### src/design/rift_pkg.sv
// Shared core definitions. RV32I subset only, and any encoding outside the subset decodes as NOP.
package rift_pkg;

	localparam int XLEN = 32;
	localparam int REG_AW = 5; // Register index width.
	localparam logic [XLEN-1:0] RESET_PC = '0;

	localparam int QUEUE_DEPTH = 4;
	localparam int QUEUE_PTR_W = $clog2(QUEUE_DEPTH);
	localparam int QUEUE_CNT_W = $clog2(QUEUE_DEPTH + 1);

	// Unprivileged, secure, instruction access.
	localparam logic [2:0] AXI_PROT_INSTR = 3'b100;

	// RV32I major opcodes of the kept subset.
	localparam logic [6:0] OPC_OP_IMM = 7'b0010011;
	localparam logic [6:0] OPC_OP     = 7'b0110011;
	localparam logic [6:0] OPC_LUI    = 7'b0110111;
	localparam logic [6:0] OPC_JAL    = 7'b1101111;
	localparam logic [6:0] OPC_BRANCH = 7'b1100011;

	localparam logic [2:0] F3_ADD_SUB = 3'b000;
	localparam logic [2:0] F3_XOR     = 3'b100;
	localparam logic [2:0] F3_OR      = 3'b110;
	localparam logic [2:0] F3_AND     = 3'b111;
	localparam logic [2:0] F3_BEQ     = 3'b000;
	localparam logic [2:0] F3_BNE     = 3'b001;
	localparam logic [6:0] F7_BASE    = 7'b0000000;
	localparam logic [6:0] F7_ALT     = 7'b0100000; // Selects SUB.

	typedef enum logic [3:0] {
		OP_NOP,
		OP_ADD,
		OP_SUB,
		OP_AND,
		OP_OR,
		OP_XOR,
		OP_ADDI,
		OP_LUI,
		OP_JAL,
		OP_BEQ,
		OP_BNE
	} op_e;

	// Decoded instruction as it travels through the queue.
	typedef struct packed {
		logic [XLEN-1:0]   pc;
		op_e               op;
		logic [REG_AW-1:0] rd;
		logic [REG_AW-1:0] rs1;
		logic [REG_AW-1:0] rs2;
		logic [XLEN-1:0]   imm;  // Already sign extended.
		logic [XLEN-1:0]   link; // Return address, pc + 4.
	} micro_instr_t;

endpackage

### src/design/instr_queue_if.sv
// Queue handshake. The producer must not push while reject is high, and pop_instr is only valid while empty is low.
`timescale 1ns/1ps

interface instr_queue_if #(
	parameter type payload_t = logic
);

	logic     push;
	payload_t push_instr;
	logic     reject; // Queue full.
	logic     pop;
	payload_t pop_instr;
	logic     empty;

	modport producer (output push, output push_instr, input reject);

	modport queue (
		input  push, push_instr, pop,
		output reject, pop_instr, empty
	);

	modport consumer (output pop, input pop_instr, input empty);

endinterface

### src/design/instr_fifo.sv
// Instruction queue of QUEUE_DEPTH entries. Flush drops everything, including a push in the same cycle.
`timescale 1ns/1ps

module instr_fifo #(
	parameter type payload_t = logic
) (
	instr_queue_if.queue queue,

	input logic flush,
	input logic CLK,
	input logic reset
);

	payload_t mem [rift_pkg::QUEUE_DEPTH];

	logic [rift_pkg::QUEUE_PTR_W-1:0] wr_ptr;
	logic [rift_pkg::QUEUE_PTR_W-1:0] rd_ptr;
	logic [rift_pkg::QUEUE_CNT_W-1:0] count;
	logic do_push;
	logic do_pop;

	assign queue.reject = (count == rift_pkg::QUEUE_CNT_W'(rift_pkg::QUEUE_DEPTH));
	assign queue.empty = (count == '0);
	assign queue.pop_instr = mem[rd_ptr];

	assign do_push = queue.push & ~queue.reject; // Guard against a push while full.
	assign do_pop = queue.pop & ~queue.empty;

	always_ff @(posedge CLK) begin
		if (reset || flush) begin
			wr_ptr <= '0;
			rd_ptr <= '0;
			count <= '0;
		end else begin
			if (do_push) begin
				wr_ptr <= (wr_ptr == rift_pkg::QUEUE_PTR_W'(rift_pkg::QUEUE_DEPTH - 1)) ?
					'0 : wr_ptr + 1'b1;
			end
			if (do_pop) begin
				rd_ptr <= (rd_ptr == rift_pkg::QUEUE_PTR_W'(rift_pkg::QUEUE_DEPTH - 1)) ?
					'0 : rd_ptr + 1'b1;
			end
			if (do_push && !do_pop) count <= count + 1'b1;
			else if (do_pop && !do_push) count <= count - 1'b1;
		end
	end

	// Storage.
	always_ff @(posedge CLK) begin
		if (do_push && !flush) mem[wr_ptr] <= queue.push_instr;
	end

endmodule

### src/design/instr_decode.sv
// Purely combinational decoder for ADDI, ADD, SUB, AND, OR, XOR, LUI, JAL, BEQ and BNE. Anything else is a NOP with rd zero.
`timescale 1ns/1ps

module instr_decode (
	input  logic [rift_pkg::XLEN-1:0] instr,
	input  logic [rift_pkg::XLEN-1:0] pc,
	output rift_pkg::micro_instr_t micro_instr
);

	logic [6:0] opcode;
	logic [2:0] funct3;
	logic [6:0] funct7;
	logic [rift_pkg::XLEN-1:0] imm_i;
	logic [rift_pkg::XLEN-1:0] imm_u;
	logic [rift_pkg::XLEN-1:0] imm_b;
	logic [rift_pkg::XLEN-1:0] imm_j;

	assign opcode = instr[6:0];
	assign funct3 = instr[14:12];
	assign funct7 = instr[31:25];

	assign imm_i = {{20{instr[31]}}, instr[31:20]};
	assign imm_u = {instr[31:12], 12'b0};
	assign imm_b = {{20{instr[31]}}, instr[7], instr[30:25], instr[11:8], 1'b0};
	assign imm_j = {{12{instr[31]}}, instr[19:12], instr[20], instr[30:21], 1'b0};

	always_comb begin
		micro_instr.pc = pc;
		micro_instr.link = pc + 32'd4;
		micro_instr.op = rift_pkg::OP_NOP;
		micro_instr.rd = '0;
		micro_instr.rs1 = instr[19:15];
		micro_instr.rs2 = instr[24:20];
		micro_instr.imm = '0;

		case (opcode)
			rift_pkg::OPC_OP_IMM: begin
				if (funct3 == rift_pkg::F3_ADD_SUB) micro_instr.op = rift_pkg::OP_ADDI;
				micro_instr.imm = imm_i;
			end
			rift_pkg::OPC_OP: begin
				if (funct7 == rift_pkg::F7_BASE) begin
					case (funct3)
						rift_pkg::F3_ADD_SUB: micro_instr.op = rift_pkg::OP_ADD;
						rift_pkg::F3_XOR:     micro_instr.op = rift_pkg::OP_XOR;
						rift_pkg::F3_OR:      micro_instr.op = rift_pkg::OP_OR;
						rift_pkg::F3_AND:     micro_instr.op = rift_pkg::OP_AND;
						default:              micro_instr.op = rift_pkg::OP_NOP;
					endcase
				end else if (funct7 == rift_pkg::F7_ALT && funct3 == rift_pkg::F3_ADD_SUB) begin
					micro_instr.op = rift_pkg::OP_SUB;
				end
			end
			rift_pkg::OPC_LUI: begin
				micro_instr.op = rift_pkg::OP_LUI;
				micro_instr.imm = imm_u;
			end
			rift_pkg::OPC_JAL: begin
				micro_instr.op = rift_pkg::OP_JAL;
				micro_instr.imm = imm_j;
			end
			rift_pkg::OPC_BRANCH: begin
				if (funct3 == rift_pkg::F3_BEQ) micro_instr.op = rift_pkg::OP_BEQ;
				else if (funct3 == rift_pkg::F3_BNE) micro_instr.op = rift_pkg::OP_BNE;
				micro_instr.imm = imm_b;
			end
			default: micro_instr.op = rift_pkg::OP_NOP;
		endcase

		// Only register writers carry a destination.
		if (micro_instr.op != rift_pkg::OP_NOP && micro_instr.op != rift_pkg::OP_BEQ &&
			micro_instr.op != rift_pkg::OP_BNE) begin
			micro_instr.rd = instr[11:7];
		end
	end

endmodule

### src/design/fetch_unit.sv
// Single outstanding AXI4-Lite read and no prediction beyond JAL. ifu_rresp is ignored, so every beat is taken as OKAY.
`timescale 1ns/1ps

module fetch_unit (
	output logic [rift_pkg::XLEN-1:0] ifu_araddr,
	output logic [2:0] ifu_arprot,
	output logic ifu_arvalid,
	input  logic ifu_arready,
	input  logic [rift_pkg::XLEN-1:0] ifu_rdata,
	input  logic [1:0] ifu_rresp,
	input  logic ifu_rvalid,
	output logic ifu_rready,

	instr_queue_if.producer queue,

	input logic [rift_pkg::XLEN-1:0] redirect_pc,
	input logic flush,
	input logic CLK,
	input logic reset
);

	logic [rift_pkg::XLEN-1:0] pc_q;      // Address of the next read.
	logic r_wait_q;                       // Address accepted, data pending.
	logic stale_q;                        // In-flight read belongs to the old path.
	logic beat_valid_q;
	logic [rift_pkg::XLEN-1:0] beat_q;
	logic [rift_pkg::XLEN-1:0] beat_pc_q;

	rift_pkg::micro_instr_t decoded;
	logic [rift_pkg::XLEN-1:0] next_pc;
	logic [rift_pkg::XLEN-1:0] fetch_addr;
	logic r_done;
	logic issue;

	instr_decode i_instr_decode (
		.instr(beat_q),
		.pc(beat_pc_q),
		.micro_instr(decoded)
	);

	assign ifu_arprot = rift_pkg::AXI_PROT_INSTR;
	assign ifu_rready = r_wait_q;
	assign r_done = r_wait_q & ifu_rvalid;

	// A held beat waits here while the queue is full.
	assign queue.push = beat_valid_q & ~queue.reject & ~flush;
	assign queue.push_instr = decoded;

	// JAL is redirected here, everything else falls through.
	assign next_pc = (decoded.op == rift_pkg::OP_JAL) ? decoded.pc + decoded.imm : decoded.link;

	// Start the next read as soon as the last beat leaves, unless back-pressured.
	assign issue = ~ifu_arvalid & ~r_wait_q & (~beat_valid_q | queue.push) &
		~queue.reject & ~flush;
	assign fetch_addr = queue.push ? next_pc : pc_q;

	always_ff @(posedge CLK) begin
		if (reset) begin
			ifu_arvalid <= 1'b0;
			r_wait_q <= 1'b0;
			stale_q <= 1'b0;
			beat_valid_q <= 1'b0;
			pc_q <= rift_pkg::RESET_PC;
		end else begin
			if (issue) ifu_arvalid <= 1'b1;
			else if (ifu_arready) ifu_arvalid <= 1'b0;

			if (ifu_arvalid && ifu_arready) r_wait_q <= 1'b1;
			else if (r_done) r_wait_q <= 1'b0;

			if (r_done) stale_q <= 1'b0;
			else if (flush && (ifu_arvalid || r_wait_q)) stale_q <= 1'b1;

			if (flush) beat_valid_q <= 1'b0; // Also drops a beat landing this cycle.
			else if (r_done && !stale_q) beat_valid_q <= 1'b1;
			else if (queue.push) beat_valid_q <= 1'b0;

			if (flush) pc_q <= redirect_pc;
			else if (queue.push) pc_q <= next_pc;
		end
	end

	// Address and data registers.
	always_ff @(posedge CLK) begin
		if (issue) ifu_araddr <= fetch_addr; // Stable until the handshake.
		if (r_done) begin
			beat_q <= ifu_rdata;
			beat_pc_q <= ifu_araddr;
		end
	end

endmodule

### src/design/exec_unit.sv
// One micro-instruction per cycle with no forwarding hazards. Register file clears to zero on reset and x0 is hardwired.
`timescale 1ns/1ps

module exec_unit (
	instr_queue_if.consumer queue,

	output logic redirect_valid,
	output logic [rift_pkg::XLEN-1:0] redirect_pc,

	output logic retire_valid,
	output logic [rift_pkg::XLEN-1:0] retire_pc,
	output logic [rift_pkg::REG_AW-1:0] retire_rd,
	output logic [rift_pkg::XLEN-1:0] retire_wdata,

	input logic CLK,
	input logic reset
);

	logic [rift_pkg::XLEN-1:0] regs [2**rift_pkg::REG_AW];

	rift_pkg::micro_instr_t mi;
	logic pop;
	logic [rift_pkg::XLEN-1:0] rs1_val;
	logic [rift_pkg::XLEN-1:0] rs2_val;
	logic [rift_pkg::XLEN-1:0] result;
	logic wen;
	logic taken;

	assign mi = queue.pop_instr;

	// Hold off for a cycle while the redirect is in flight.
	assign pop = ~queue.empty & ~redirect_valid;
	assign queue.pop = pop;

	assign rs1_val = (mi.rs1 == '0) ? '0 : regs[mi.rs1];
	assign rs2_val = (mi.rs2 == '0) ? '0 : regs[mi.rs2];

	always_comb begin
		result = '0;
		wen = 1'b1;
		taken = 1'b0;

		case (mi.op)
			rift_pkg::OP_ADD:  result = rs1_val + rs2_val;
			rift_pkg::OP_SUB:  result = rs1_val - rs2_val;
			rift_pkg::OP_AND:  result = rs1_val & rs2_val;
			rift_pkg::OP_OR:   result = rs1_val | rs2_val;
			rift_pkg::OP_XOR:  result = rs1_val ^ rs2_val;
			rift_pkg::OP_ADDI: result = rs1_val + mi.imm;
			rift_pkg::OP_LUI:  result = mi.imm;
			rift_pkg::OP_JAL:  result = mi.link; // Target was already taken in fetch.
			rift_pkg::OP_BEQ: begin
				wen = 1'b0;
				taken = (rs1_val == rs2_val);
			end
			rift_pkg::OP_BNE: begin
				wen = 1'b0;
				taken = (rs1_val != rs2_val);
			end
			default: wen = 1'b0;
		endcase

		if (mi.rd == '0) wen = 1'b0; // Writes to x0 are dropped.
	end

	// Retirement is reported in the pop cycle.
	assign retire_valid = pop;
	assign retire_pc = mi.pc;
	assign retire_rd = wen ? mi.rd : '0;
	assign retire_wdata = wen ? result : '0;

	// Branches are predicted not taken, so a taken one costs a redirect.
	always_ff @(posedge CLK) begin
		if (reset) redirect_valid <= 1'b0;
		else redirect_valid <= pop & taken;
	end

	always_ff @(posedge CLK) begin
		if (pop && taken) redirect_pc <= mi.pc + mi.imm;
	end

	always_ff @(posedge CLK) begin
		if (reset) begin
			for (int i = 0; i < 2**rift_pkg::REG_AW; i++) begin
				regs[i] <= '0;
			end
		end else if (pop && wen) begin
			regs[mi.rd] <= result;
		end
	end

endmodule

### src/design/rift_core.sv
// Core top level with instruction fetch over AXI4-Lite read only. There are no loads, stores or interrupts, and ifu_rresp is not checked.
`timescale 1ns/1ps

module rift_core (
	output logic [rift_pkg::XLEN-1:0] ifu_araddr,
	output logic [2:0] ifu_arprot,
	output logic ifu_arvalid,
	input  logic ifu_arready,
	input  logic [rift_pkg::XLEN-1:0] ifu_rdata,
	input  logic [1:0] ifu_rresp,
	input  logic ifu_rvalid,
	output logic ifu_rready,

	output logic retire_valid,
	output logic [rift_pkg::XLEN-1:0] retire_pc,
	output logic [rift_pkg::REG_AW-1:0] retire_rd,
	output logic [rift_pkg::XLEN-1:0] retire_wdata,

	input logic CLK,
	input logic reset
);

	logic redirect_valid;
	logic [rift_pkg::XLEN-1:0] redirect_pc;
	logic mispredict_q;
	logic queue_flush;

	instr_queue_if #(.payload_t(rift_pkg::micro_instr_t)) iq ();

	// Set by the redirect, cleared by the first fetch on the new path.
	always_ff @(posedge CLK) begin
		if (reset) mispredict_q <= 1'b0;
		else if (redirect_valid) mispredict_q <= 1'b1;
		else if (iq.push) mispredict_q <= 1'b0;
	end

	// Queue stays clear while the flag is up, so the back end sees it as empty.
	assign queue_flush = redirect_valid | (mispredict_q & ~iq.push);

	fetch_unit i_fetch_unit (
		.ifu_araddr(ifu_araddr),
		.ifu_arprot(ifu_arprot),
		.ifu_arvalid(ifu_arvalid),
		.ifu_arready(ifu_arready),
		.ifu_rdata(ifu_rdata),
		.ifu_rresp(ifu_rresp),
		.ifu_rvalid(ifu_rvalid),
		.ifu_rready(ifu_rready),
		.queue(iq.producer),
		.redirect_pc(redirect_pc),
		.flush(redirect_valid),
		.CLK(CLK),
		.reset(reset)
	);

	instr_fifo #(.payload_t(rift_pkg::micro_instr_t)) i_instr_fifo (
		.queue(iq.queue),
		.flush(queue_flush),
		.CLK(CLK),
		.reset(reset)
	);

	exec_unit i_exec_unit (
		.queue(iq.consumer),
		.redirect_valid(redirect_valid),
		.redirect_pc(redirect_pc),
		.retire_valid(retire_valid),
		.retire_pc(retire_pc),
		.retire_rd(retire_rd),
		.retire_wdata(retire_wdata),
		.CLK(CLK),
		.reset(reset)
	);

endmodule

### config.mk
export PLATFORM = sky130hd
export DESIGN_NAME = rift_core
export DESIGN_NICKNAME = d
export VERILOG_FILES = /design/src/design/rift_pkg.sv /design/src/design/instr_queue_if.sv /design/src/design/instr_fifo.sv /design/src/design/instr_decode.sv /design/src/design/fetch_unit.sv /design/src/design/exec_unit.sv /design/src/design/rift_core.sv
export SDC_FILE = /design/constraint.sdc
export NUM_CORES = 2
export LEC_CHECK = 0
export ABC_AREA = 1
export BUFFER_PORTS_ARGS = -buffer_cell sky130_fd_sc_hd__buf_2
export CAP_MARGIN = 20
export CORE_MARGIN = 5
export CORE_UTILIZATION = 45
export DETAILED_ROUTE_END_ITERATION = 10
export HOLD_SLACK_MARGIN = 0.06
export PLACE_DENSITY = 0.64
export SYNTH_ARGS = -nofsm -noshare
export SYNTH_HDL_FRONTEND = slang
export SYNTH_HIERARCHICAL = 1
export SYNTH_SLANG_ARGS = --single-unit
### constraint.sdc
create_clock -name CLK -period 15.2 [get_ports CLK]
set_clock_uncertainty 0.1 [all_clocks]
set_input_delay 0.76 -clock CLK [delete_from_list [all_inputs] [get_ports CLK]]
set_output_delay 0.76 -clock CLK [all_outputs]
set_load 0.005 [all_outputs]
======== Yosys cells after proc, flatten, opt, wreduce, memory -nomap -nowiden ========
Memory sizes are Yosys's and may differ from the RTL's. A register that Yosys moved wholly into a read port is not among the register bits.
Index checks and enable logic that the tools add are counted.
storage, ports and cells
  ROM bits ................................ 0
  memory bits (writable) .................. 1484
  latch bits .............................. 0
  memories kept ........................... 2
  register bits after elaboration ......... 173
operators by class
  multiplexer cells ....................... 43
  bitwise gates (word level) .............. 24
  shifts and indexed selects .............. 0
  div/mod/pow operators ................... 0
  eq/ne operators ......................... 28
  reductions and logical operators ........ 33
  $mul .................................... 0
  $lt $le $gt $ge ......................... 0
  add/sub/neg operators ................... 10
memory list
  memory            words  bits a word  read ports  clocked after Yosys merged registers in  write ports  line              source
  i_exec_unit.regs  32     32           2           0                                        32           exec_unit.sv:19   logic [rift_pkg::XLEN-1:0] regs [2**rift_pkg::REG_AW];
  i_instr_fifo.mem  4      115          1           1                                        1            instr_fifo.sv:14  payload_t mem [rift_pkg::QUEUE_DEPTH];
operators by type and width
  cell                                                                    count
  32-bit case mux with 8 select lines                                     1
  32-bit two-way mux                                                      7
  32-bit adder                                                            4
  32-bit case mux with 4 select lines                                     1
  32-bit by 3-bit adder with 32-bit output (second input constant)        1
  32-bit bitwise AND                                                      1
  32-bit equality test                                                    1
  32-bit != test                                                          1
  32-bit OR                                                               1
  32-bit OR reduction                                                     1
  32-bit subtractor                                                       1
  32-bit bitwise XOR                                                      1
  7-bit by 6-bit equality test with 1-bit output (second input constant)  3
  4-bit case mux with 5 select lines                                      1
  1-bit two-way mux                                                       17
  4-bit by 3-bit equality test with 1-bit output (second input constant)  4
  4-bit equality test (second input constant)                             4
  5-bit logical NOT                                                       3
  5-bit two-way mux                                                       3
  7-bit equality test (second input constant)                             2
  1-bit bitwise AND                                                       12
  3-bit equality test (second input constant)                             4
  4-bit two-way mux                                                       3
  3-bit case mux with 4 select lines                                      1
  other kinds (23)                                                        60

======== Logic depth before layout (Yosys ltp) ========
  depth in word-level cells ............... 11
  depth in mapped cells ................... 37

======== Modules after synthesis ========
Netlist, hierarchy kept.
by module, submodules not included
  module        times used  seq. area each (sq um)  cells each  area each (sq um)
  exec_unit     1           31730.4                 7660        64353.0
  instr_fifo    1           13993.4                 1184        17519.3
  fetch_unit    1           3603.5                  989         7586.0
  instr_decode  1           0.0                     284         1629.1
  rift_core     1           20.0                    6           46.3

======== Worst setup path before layout ========
Ideal clock, no wire load.
  kind .................................... register to register
  start ................................... register i_instr_fifo/count[0] (netlist bit)
  end ..................................... memory i_instr_fifo/mem[0][0] (netlist bit) (enable)
  slack ................................... 8.216 ns
  arrival time ............................ 6.294 ns
  stages on the path, launching flop included .. 14
  period minus slack after synthesis ...... 6.984 ns
  library setup time ...................... 0.590 ns
  data required time ...................... 14.510 ns
  path through ............................ dfxtp_1 > nor2_1 > nand2_1 > inv_1 > nor2_1 > nand2_1 > inv_1 > buf_2 > inv_1 > nand2_2 > nand2_1 > inv_1 > nand2_1 > nor2_1
between the ends
  cells in the longest elaborated chain, start to end .. 11
  elaborated cells on any way between the ends .. 12
ends and longest elaborated chain
  item                                     line                  source
  from (decl)                              instr_fifo.sv:18      logic [rift_pkg::QUEUE_CNT_W-1:0] count;
  from (signal assigned)                   instr_fifo.sv:43      if (do_push && !do_pop) count <= count + 1'b1;
  from (signal assigned)                   instr_fifo.sv:44      else if (do_pop && !do_push) count <= count - 1'b1;
  3-bit equality test                      instr_fifo.sv:22      assign queue.reject = (count == rift_pkg::QUEUE_CNT_W'(rift_pkg::QUEUE_DEPTH));
  via iq.reject                            instr_queue_if.sv:10  logic reject;
  1-bit inverter                           fetch_unit.sv:46      assign queue.push = beat_valid_q & ~queue.reject & ~flush;
  1-bit bitwise AND (2 in a row)           fetch_unit.sv:46
  via iq.push                              instr_queue_if.sv:8   logic push;
  1-bit inverter                           rift_core.sv:38       assign queue_flush = redirect_valid | (mispredict_q & ~iq.push);
  1-bit bitwise AND                        rift_core.sv:38
  1-bit OR                                 rift_core.sv:38
  via queue_flush                          rift_core.sv:26       logic queue_flush;
  1-bit logical NOT                        instr_fifo.sv:50      if (do_push && !flush) mem[wr_ptr] <= queue.push_instr;
  1-bit logical AND                        instr_fifo.sv:50
  1-bit two-way mux                        instr_fifo.sv:50
  1-bit two-way mux (implied by the code)  instr_fifo.sv:50
  to (decl)                                instr_fifo.sv:14
The timed path passes the listed nets, and every way through them passes these cells.

==> flow_summary.toml <==
[logic_synthesis]
yosysWarningCount = 6
yosysTopAreaCellShare_pct = 53.12
synth_cells = 10120
ys_top_cells_by_area = "edfxtp_1, nor2_1, o21ai_0, nand2_1, o221ai_1"
async_flop_share_pct = 0
seq_area_frac_synth_pct = 54.15
synth_cell_types = 65
yosys.area.top_type = "edfxtp_1"
synthFlopType = "edfxtp_1"
synth.avg_cell_area_um2 = 9.003
syn_area_um2 = 91130
synth-seq-cells = 1659
synth_edf_count = 1612

[timing]
timing.fmax_mhz = 90.13
fin_ws_ns = 4.105
hold_viol_final = 0
fin_crit_ns = 11.09
fin_tns_setup_ns = 0
max_slew_margin_pct = 15.83
setup_viol = 0
slew_violations = 0
post-route-period-util_pct = 72.99
worst_pin_slew_ns = 1.249
rsz0062_at_grt = "false"
holdWs_ns = 0.2391

[placed_design]
gp_congestion = 0.9458
place_area_um2 = 93280
dp.final_hpwl_um = 212900
numPortBuffers = 139
preCtsSetupSlack_ns = 5.418

[worst_hold_path]
whs_endpoint = "i_fetch_unit/beat_valid_q$_SDFFE_PP0P_"
min_path_type = "in -> reg"
hp-start = "ifu_rvalid"
holdPathStages = 5

[critical_path]
crit_type = "reg -> out"
r2r-end = "i_exec_unit/redirect_pc[30]$_DFFE_PP_"
required_ns = 14.34
rr_worst_depth = 21
arrival_ns = 10.23
reg2reg_slack_ns = 5.25
cp-start-kind = "register"
crit_path_end_kind = "output port"
crit_fanout = 103

[clock_network]
cts_max_level = 4
cts_tree = "done"
clock_latency_ns = 0.87
ctsRootBufferMaster = "clkbuf_16"
cts_num_sinks = 1659
cts_buffers = 181
cts_max_path_buffers = 3
cts-resized-gates = 0
cts.reportedPaths.clkPinSlew_ns = 0.06

[finish]
area_delta_synth_final_pct = 8.991
final_nets = 10140
drive_above_1_share_pct = 8.157
multi_input_area_um2 = 35560
num-fill-cells = 18400
final_area_um2 = 99330
ff_latch_area_um2 = 49350

[global_route]
grt_pass1_vias = 76090
antenna_found_initial = 12
grt_start_max_net_pins = 180
grt_pass1_wl_um = 502200
track_usage_pct = 32.06
overflow = 0

[floorplan]
fp.dieW_um = 460.0
start_util_pct = 45.14
ios = 145
die_y_um = 460.0
die_area_um2 = 211600
design.core.area_um2 = 201900
fp-row-count = 165

[detailed_routing]
drtIter0Drc = 12060
drc = 0
totalWireLength_um = 351200
wl_per_cell_um = 27.61
ant_nets = 0
drtPass1Iterations = 9
vias = 79920
vias_per_cell = 6.283

[outcome]
status = "complete, no violations"

[flow_run]
maxCapViolations = 0
[critical path: stages (launching register included)]
cell and delay, ns:
dfxtp_4 0.51, inv_6 0.73, o21ai_1 0.22, o22ai_4 0.85
buf_4 0.65, buf_4 0.71, buf_4 0.78, o21ai_0 0.24
o221ai_1 0.29, nand3_1 0.14, nand3_1 0.44, nand3_1 0.64
o21ai_0 0.38, ha_1 0.33, a21oi_1 0.22, o21ai_0 0.11
a21oi_1 0.24, nor2_1 0.12, nor2_1 0.16, nand2_1 0.06
o21ai_0 0.14, o21ai_0 0.23, a21oi_4 0.18, buf_4 0.44
nor2_1 0.09, buf_2 0.16
[routing by layer]
layer,global-route usage [%],part of all wire [%]
met3,6.700,12
met4,20.29,7.2
met5,0,0.0037
met1,41.34,37
met2,49.42,44
[cells in the mapped netlist, types with 30 or more instances]
master       n
clkbuf_1   387
nand3_1    476
nor2_4      39
ha_1       195
dfxtp_1     47
o211ai_1    71
o21ai_1    131
edfxtp_1  1612
o22ai_1    232
o21ai_0   1321
o221ai_1   356
nand2_1   1087
buf_4      104
nor2_1    2353
xnor2_1     30
inv_2       48
buf_2      248
buf_6       36
a21oi_1    294
inv_1      668
nor3_1      32
xor2_1      53
[cells by family (layout without fill, tap and decap cells)]
family / after synthesis / after routing / share of synthesized area [%]
flops: 1659 / 1659 / 54.15
xor+xnor: 83 / 83 / 0.7977
fa+ha+maj: 200 / 200 / 2.787
other cells: 3 / 43 / 0.01236
simple gates: 4105 / 4105 / 18.39
buf+inv: 1534 / 1420 / 7.451
compound gates: 2539 / 2539 / 16.42
[flip-flops by register name, summed over array words and instances (netlist names), 2 cells and up, named ones only]
signal and flops:
i_fetch_unit/pc_q 32, i_instr_fifo/rd_ptr 2, i_exec_unit/regs 1024, i_instr_fifo/wr_ptr 2, i_exec_unit/redirect_pc 32, i_fetch_unit/beat_q 32
i_instr_fifo/mem 460, i_fetch_unit/beat_pc_q 32, i_fetch_unit/ifu_araddr 32, i_instr_fifo/count 3
[area by class of cell]
type,count,share of cell area [%]
sequential,1659,49.69
multi-input combinational,6962,35.80
clock buffer,223,4.740
tap,2672,3.366
inverter,722,2.785
timing repair buffer,371,2.630
clock inverter,104,0.9662
antenna,8,0.02015
[cells in the final DEF, fill, tap and decap left out, drive strengths merged, types with 223 or more instances in the layout]
cell,instances
nand2,1110
o22ai,232
nand3,486
buf,337
clkbuf,223
o221ai,356
o21ai,1453
inv,723
a21oi,300
edfxtp,1612
nor2,2404
[through the flow]
stage                     instances  util, %
after global placement        12350    46.19
after global routing          12710    49.19
after CTS                     12710    49.18
after detailed placement      12350    46.20
after floorplan               10160        -
final                         12720    49.20
[what timing repair did]
| action | CTS | global route |
|---|---|---|
| endpoints found under the hold margin | 34 | 0 |
| hold buffers | 34 | 0 |
| buffers inserted | 0 | 0 |
[how the worst max path moves through the flow]
stage | end | slack, ns | cells past startpoint
after detailed placement | retire_wdata[30] | 5.42 | 25
after global routing | retire_wdata[30] | 3.72 | 25
after floorplan | i_instr_fifo/mem[0][0]$_DFFE_PP_ | 8.22 | 13
after global placement | retire_wdata[30] | 5.61 | 27
final | retire_wdata[30] | 4.11 | 25
after CTS | retire_wdata[30] | 4.53 | 25
Power is not shown: default switching activity piles up to over one toggle a cycle in this logic, so the estimate is an artifact.
